===== src/design/mem_map_pkg.sv =====
package mem_map_pkg;

	typedef logic [15:0] word_t;
	typedef logic [15:0] addr_t;

	// Decode result of a word address
	typedef enum logic [2:0] {
		BANK_INST,
		BANK_DATA,
		BANK_UART_DATA,
		BANK_UART_STAT,
		BANK_NONE
	} bank_sel_e;

	// Instruction region also read by fetch
	localparam addr_t INST_BASE  = 16'h0000;
	localparam addr_t INST_LIMIT = 16'h7FFF;

	// Data region
	localparam addr_t DATA_BASE  = 16'h8000;
	localparam addr_t DATA_LIMIT = 16'hBEFF;

	// Serial port registers at the top of the data bank
	localparam addr_t UART_DATA_ADDR = 16'hBF00;
	localparam addr_t UART_STAT_ADDR = 16'hBF01;

	// Anything above UART_STAT_ADDR is unmapped

endpackage


===== src/design/mem_bus_pkg.sv =====
package mem_bus_pkg;

	typedef struct packed {
		logic               psel;
		logic               penable;
		logic               pwrite;
		mem_map_pkg::addr_t paddr;
		mem_map_pkg::word_t pwdata;
	} apb_req_t;

	typedef struct packed {
		logic               pready;
		mem_map_pkg::word_t prdata;
		logic               pslverr;
	} apb_rsp_t;

	// Controller to bank
	typedef struct packed {
		logic                   valid;
		logic                   write;
		mem_map_pkg::bank_sel_e sel;
		mem_map_pkg::addr_t     offset;
		mem_map_pkg::word_t     wdata;
	} bank_req_t;

	typedef struct packed {
		logic               done;
		mem_map_pkg::word_t rdata;
		logic               err;
	} bank_rsp_t;

	typedef struct packed {
		logic               valid;
		mem_map_pkg::addr_t addr;
	} fetch_req_t;

	// addr is the pc the word belongs to
	typedef struct packed {
		logic               valid;
		mem_map_pkg::word_t data;
		mem_map_pkg::addr_t addr;
	} fetch_rsp_t;

	typedef struct packed {
		logic [12:0] zero;
		logic        rx_overflow;
		logic        rx_avail;
		logic        tx_ready;
	} uart_status_t;

endpackage


===== src/design/ram_controller.sv =====
`timescale 1ns/10ps

module ram_controller (
	input  logic                   clk,
	input  logic                   rst,
	input  mem_bus_pkg::apb_req_t  apb_req,
	output mem_bus_pkg::apb_rsp_t  apb_rsp,
	output mem_bus_pkg::bank_req_t inst_req,
	input  mem_bus_pkg::bank_rsp_t inst_rsp,
	output mem_bus_pkg::bank_req_t data_req,
	input  mem_bus_pkg::bank_rsp_t data_rsp
);
	import mem_map_pkg::*;
	import mem_bus_pkg::*;

	typedef enum logic {
		IDLE,
		ACCESS
	} acc_state_e;

	acc_state_e state;
	bank_sel_e  sel;
	addr_t      offset;
	logic       access;
	bank_req_t  bank_req;

	// Address decode
	always_comb begin
		sel = BANK_NONE;
		offset = '0;
		if (apb_req.paddr <= INST_LIMIT) begin
			sel = BANK_INST;
			offset = apb_req.paddr - INST_BASE;
		end else if (apb_req.paddr >= DATA_BASE && apb_req.paddr <= DATA_LIMIT) begin
			sel = BANK_DATA;
			offset = apb_req.paddr - DATA_BASE;
		end else if (apb_req.paddr == UART_DATA_ADDR) begin
			sel = BANK_UART_DATA;
		end else if (apb_req.paddr == UART_STAT_ADDR) begin
			sel = BANK_UART_STAT;
		end
	end

	// Armed by a setup phase and released by the completion
	always_ff @(posedge clk) begin
		if (rst)
			state <= IDLE;
		else if (apb_req.psel && !apb_req.penable)
			state <= ACCESS;
		else if (apb_rsp.pready)
			state <= IDLE;
	end

	assign access = apb_req.psel && apb_req.penable && state == ACCESS;

	always_comb begin
		bank_req.valid = access;
		bank_req.write = apb_req.pwrite;
		bank_req.sel = sel;
		bank_req.offset = offset;
		bank_req.wdata = apb_req.pwdata;

		inst_req = bank_req;
		inst_req.valid = bank_req.valid && sel == BANK_INST;
		data_req = bank_req;
		data_req.valid = bank_req.valid &&
			sel inside {BANK_DATA, BANK_UART_DATA, BANK_UART_STAT};
	end

	// Response from the selected bank
	always_comb begin
		apb_rsp = '0;
		case (sel)
			BANK_INST: begin
				apb_rsp.pready = inst_rsp.done;
				apb_rsp.prdata = inst_rsp.rdata;
				apb_rsp.pslverr = inst_rsp.err;
			end
			BANK_NONE: begin
				// Unmapped address fails at once
				apb_rsp.pready = access;
				apb_rsp.pslverr = 1'b1;
			end
			default: begin
				apb_rsp.pready = data_rsp.done;
				apb_rsp.prdata = data_rsp.rdata;
				apb_rsp.pslverr = data_rsp.err;
			end
		endcase
	end

	a_paddr_stable: assert property (@(posedge clk) disable iff (rst)
		apb_req.psel && apb_req.penable && !apb_rsp.pready |=> $stable(apb_req.paddr))
		else $error("paddr changed during APB access phase");

endmodule


===== config.mk =====
export PLATFORM = sky130hd
export DESIGN_NAME = ram_controller
export DESIGN_NICKNAME = d
export VERILOG_FILES = /design/src/design/mem_map_pkg.sv /design/src/design/mem_bus_pkg.sv /design/src/design/ram_controller.sv
export SDC_FILE = /design/constraint.sdc
export NUM_CORES = 1
export LEC_CHECK = 0
export BUFFER_PORTS_ARGS = -buffer_cell sky130_fd_sc_hd__buf_2
export CORE_AREA = 2 2 64 66
export CTS_CLUSTER_SIZE = 10
export DETAILED_ROUTE_END_ITERATION = 8
export DIE_AREA = 0 0 66 68
export PLACE_DENSITY = 0.87
export SLEW_MARGIN = 20
export SYNTH_ARGS = -nofsm -noshare
export SYNTH_HDL_FRONTEND = slang
export SYNTH_SLANG_ARGS = --single-unit

===== constraint.sdc =====
create_clock -name clk -period 1.8 [get_ports clk]
set_clock_uncertainty 0.05 [all_clocks]
set_input_delay 0.18 -clock clk [delete_from_list [all_inputs] [get_ports clk]]
set_output_delay 0.18 -clock clk [all_outputs]
set_load 0.005 [all_outputs]

# --- Word level (Yosys, flattened, before mapping) ---
# Cells that the tools add are included.
totals:
  reg_bits: 1
  input_bits: 73
  output_inout_bits: 92
  elab_cells: 32
classes:
  n_reduce_logical: 10
  n_lt_le_gt_ge: 3
  n_mux: 11
  eq_ne: 6
  addsub: 1
ops:
  columns: ["cell", "count"]
  rows:
  - ["16-bit == test (second input constant)", 2]
  - ["16-bit two-way mux", 2]
  - ["16-bit one-hot mux with 2 select lines", 1]
  - ["16-bit greater-or-equal comparator (second input constant)", 1]
  - ["16-bit by 15-bit less-or-equal comparator with 1-bit output (second input constant)", 1]
  - ["16-bit less-or-equal comparator (second input constant)", 1]
  - ["16-bit subtractor (second input constant)", 1]
  - ["3-bit two-way mux", 4]
  - ["3-bit by 2-bit == test with 1-bit output (second input constant)", 2]
  - ["1-bit logical AND", 6]
  - ["1-bit one-hot mux with 2 select lines", 2]
  - ["3-bit by 1-bit == test with 1-bit output (second input constant)", 1]
  - ["3-bit == test (second input constant)", 1]
  - ["3-bit logical NOT", 1]
  - ["3-bit nonzero test", 1]
  - ["1-bit two-way mux", 2]
  - ["2-bit nonzero test", 1]
  - ["1-bit logical NOT", 1]

# --- Longest topological paths before layout ---
logic_depth:
  depth_word: 9
  mapped_depth: 6

# --- Worst setup path after synthesis ---
# No wires, ideal clock.
synth_path:
  path_kind: "input -> output"
  start: "input port apb_req[25] (netlist name)"
  end: "output port inst_req[16] (netlist name)"
  path_buffers: 2
  t_required_ps: 1570
  arrival_time_ps: 1200
  stages: 6
  path_slack_ps: 370
  path_cell_list: "nand4_1 nor2_1 o21ai_0 clkbuf_1 and2_1 buf_4"
synth_rtl:
  columns: ["item", "line_no", "text"]
  rows:
  - ["from (decl)", "ram_controller.sv:6", "input mem_bus_pkg::apb_req_t apb_req,"]
  - ["to (decl)", "ram_controller.sv:8", "output mem_bus_pkg::bank_req_t inst_req,"]

==> impl_metrics.csv <==
group,metric,value,unit
sta,min_period,1640,ps
routing,dr_wl_met2,1.66,mm
floorplanning,initial_utilization,0.240,
routing,drt_iter0_drc,17,
sta,rsz0062_at_grt,"false",
floorplanning,dieArea,0.00449,sq mm
critical_path,timing.rr.start,"state$_SDFFE_PP0P_",
yosys,netlist_area,926,sq um
floorplanning,die_h,68,microns
yosys,avgSynthCellArea,6.09,sq um
yosys,synth_edf_count,0,
yosys,seq_area_frac_synth,0.0216,
yosys,synth_cell_types,24,
yosys,synth-main-ff-cell,"dfxtp_1",
hold_path,whs_endpoint,"inst_req[14]",
global_routing,grt_overflow,0,
layout,multiInputGateArea,428,sq um
critical_path,startpoint_type,"input port",
routing,m1WireLength,1.04,mm
routing,drt_pre_antenna_iters,3,
layout,largest_reg_flops,1,
layout,fin_util,0.306,
sta,max_freq,608,MHz
critical_path,critPathRequiredTime,1570,ps
global_routing,grt_pass1_vias,966,
yosys,synth_seq_cells,1,
pwr,p_leak,0.738,nW
sta,setup_tns,0,ps
status,status,"complete, no violations",
pwr,peakVddDrop,0.0617,mV
sta,setup_viol,0,
yosys,synth_top_area_share,0.446,
layout,reg_top3,"state: 1 flops",
floorplanning,die_w,66,microns
yosys,synthArstFlopShare,0,
layout,num-fill-cells,440,
layout,syn_to_final_growth,27.4,%
critical_path,cp.arrival,1410,ps
routing,route.final.wire_length,3.19,mm
global_routing,grtUsageTotal,0.124,
routing,top_layer,"met4",
yosys,synthTopCellsByArea,"buf_4, o21ai_0, and2_1, inv_1, nand2_1",
critical_path,rr_endpoint,"state$_SDFFE_PP0P_",
critical_path,slowest_delay,290,ps
hold_path,hold_depth,0,
routing,met3_length,416,microns
routing,routed_via_density,4.20,
critical_path,end_kind,"output port",
placement,dp_hpwl,2.83,mm
pwr,p_per_area,234,mW/mm^2
routing,post-route-drc-count,0,
floorplanning,core,0.00386,sq mm
hold_path,hp-class,"input port to output port",
yosys,synthCells,152,
floorplanning,fp-row-count,23,
critical_path,cp_cell_sequence,"buf_2, nor4_4, nand2_2, a21oi_2, or2b_1, inv_1, nor3b_2, buf_2",
yosys,synth_top_area_cell,"buf_4",
routing,ant_nets,0,
sta,finalCritPeriodShare,0.913,
sta,slew_viol_final,0,
critical_path,rr_worst_depth,2,
run,drv_cap,0,
clock_tree,cts_hold_buf,0,
floorplanning,io_pins,165,
hold_path,min_from,"apb_req[14]",
placement,globalplace.congestion,0.746,
critical_path,cp_max_fo,3,
global_routing,grt_max_degree,25,
routing,wl_per_cell,12.3,microns
yosys,yosysWarnings,0,
routing,vias,1093,
global_routing,antenna_found_initial,0,
layout,final_nets,285,
layout,final-seq-area,20.0,sq um
critical_path,rrSetupSlack,1000,ps
layout,final_cell_mix,"buf_2, inv_1, nand2_1, o21ai_0, and2_1",
placement,portBuffers,111,
critical_path,critPathKind,"input port to output port",
sta,final_hold_viol_count,0,
layout,drive_gt1_frac,0.581,
critical_path,cp_common_cell,"buf_2",
layout,layout_commonest_cell,"buf_2",
critical_path,crit_path_top_delay_cell,"nor4_4",
layout,diodes,0,
layout,regMostFlops,"state",
global_routing,grt_pass1_wl,4.40,mm
clock_tree,clock_latency,0,ps
-- layer usage --
metal	global-route usage	vias up
li1	-	537
met1	0.123	459
met2	0.260	85
met3	0.0197	12
met4	0.0357	0
met5	0	-
-- power breakdown --
group          internal (mW)  switching [mW]
Combinational          0.133           0.118
Sequential            0.0241        0.000673
Clock                      0               0
-- metrics by stage --
step                      worst slack [ps]  instances  power, mW  hold WS (ps)  cell area (sq um)
after floorplan                        370        153      0.211           256                930
after global placement                 135        259      0.272           310               1160
after detailed placement              76.0        259      0.275           310               1160
after CTS                             70.8        259      0.277           310               1160
after global routing                  21.1        260      0.307           310               1180
final                                  156        260      0.276           310               1180
-- worst max path at each step --
stage	start	slack [ps]	end	cells after the start
after floorplan	apb_req[25]	370	inst_req[16]	6
after global placement	apb_req[22]	140	data_req[36]	8
after detailed placement	apb_req[21]	80	data_req[36]	8
after CTS	apb_req[21]	70	data_req[36]	8
after global routing	apb_req[17]	20	data_req[36]	8
final	apb_req[17]	160	data_req[36]	8
-- synth_stat cells, drive strengths merged (2+ instances only) --
library cell  instances
a21oi                 5
nand2                19
nor4                  2
buf                  55
o21ai                18
nor2b                 2
nand3                 2
inv                  19
nor2                  4
clkbuf                3
and2                 14
-- cell families (layout without fill, tap and decap cells) --
kind of cell / after synthesis / count (layout) / synth area share
buffers and inverters: 77 / 134 / 0.535
and+or+nand+nor: 48 / 48 / 0.280
AOI/OAI and AO/OA: 25 / 25 / 0.159
other: 1 / 2 / 0.00405
DFF: 1 / 1 / 0.0216
-- worst max-delay path: cells and delay by family --
family          cells  cell delay (ps)
buf+inv             3              330
simple gates        4              720
compound gates      1              180
-- repair_timing --
item / in CTS / in global routing
setup buffers: 0 / 1
endpoints found under the setup margin: 0 / 1
gates resized for setup: 0 / 3
-- cell type report --
| type | instances | area share |
|---|---|---|
| timing repair buffer | 115 | 0.507 |
| multi-input combinational | 75 | 0.363 |
| inverter | 19 | 0.0604 |
| tap | 50 | 0.0530 |
| sequential | 1 | 0.0170 |
Note: power is estimated with default switching activity, not from simulation.
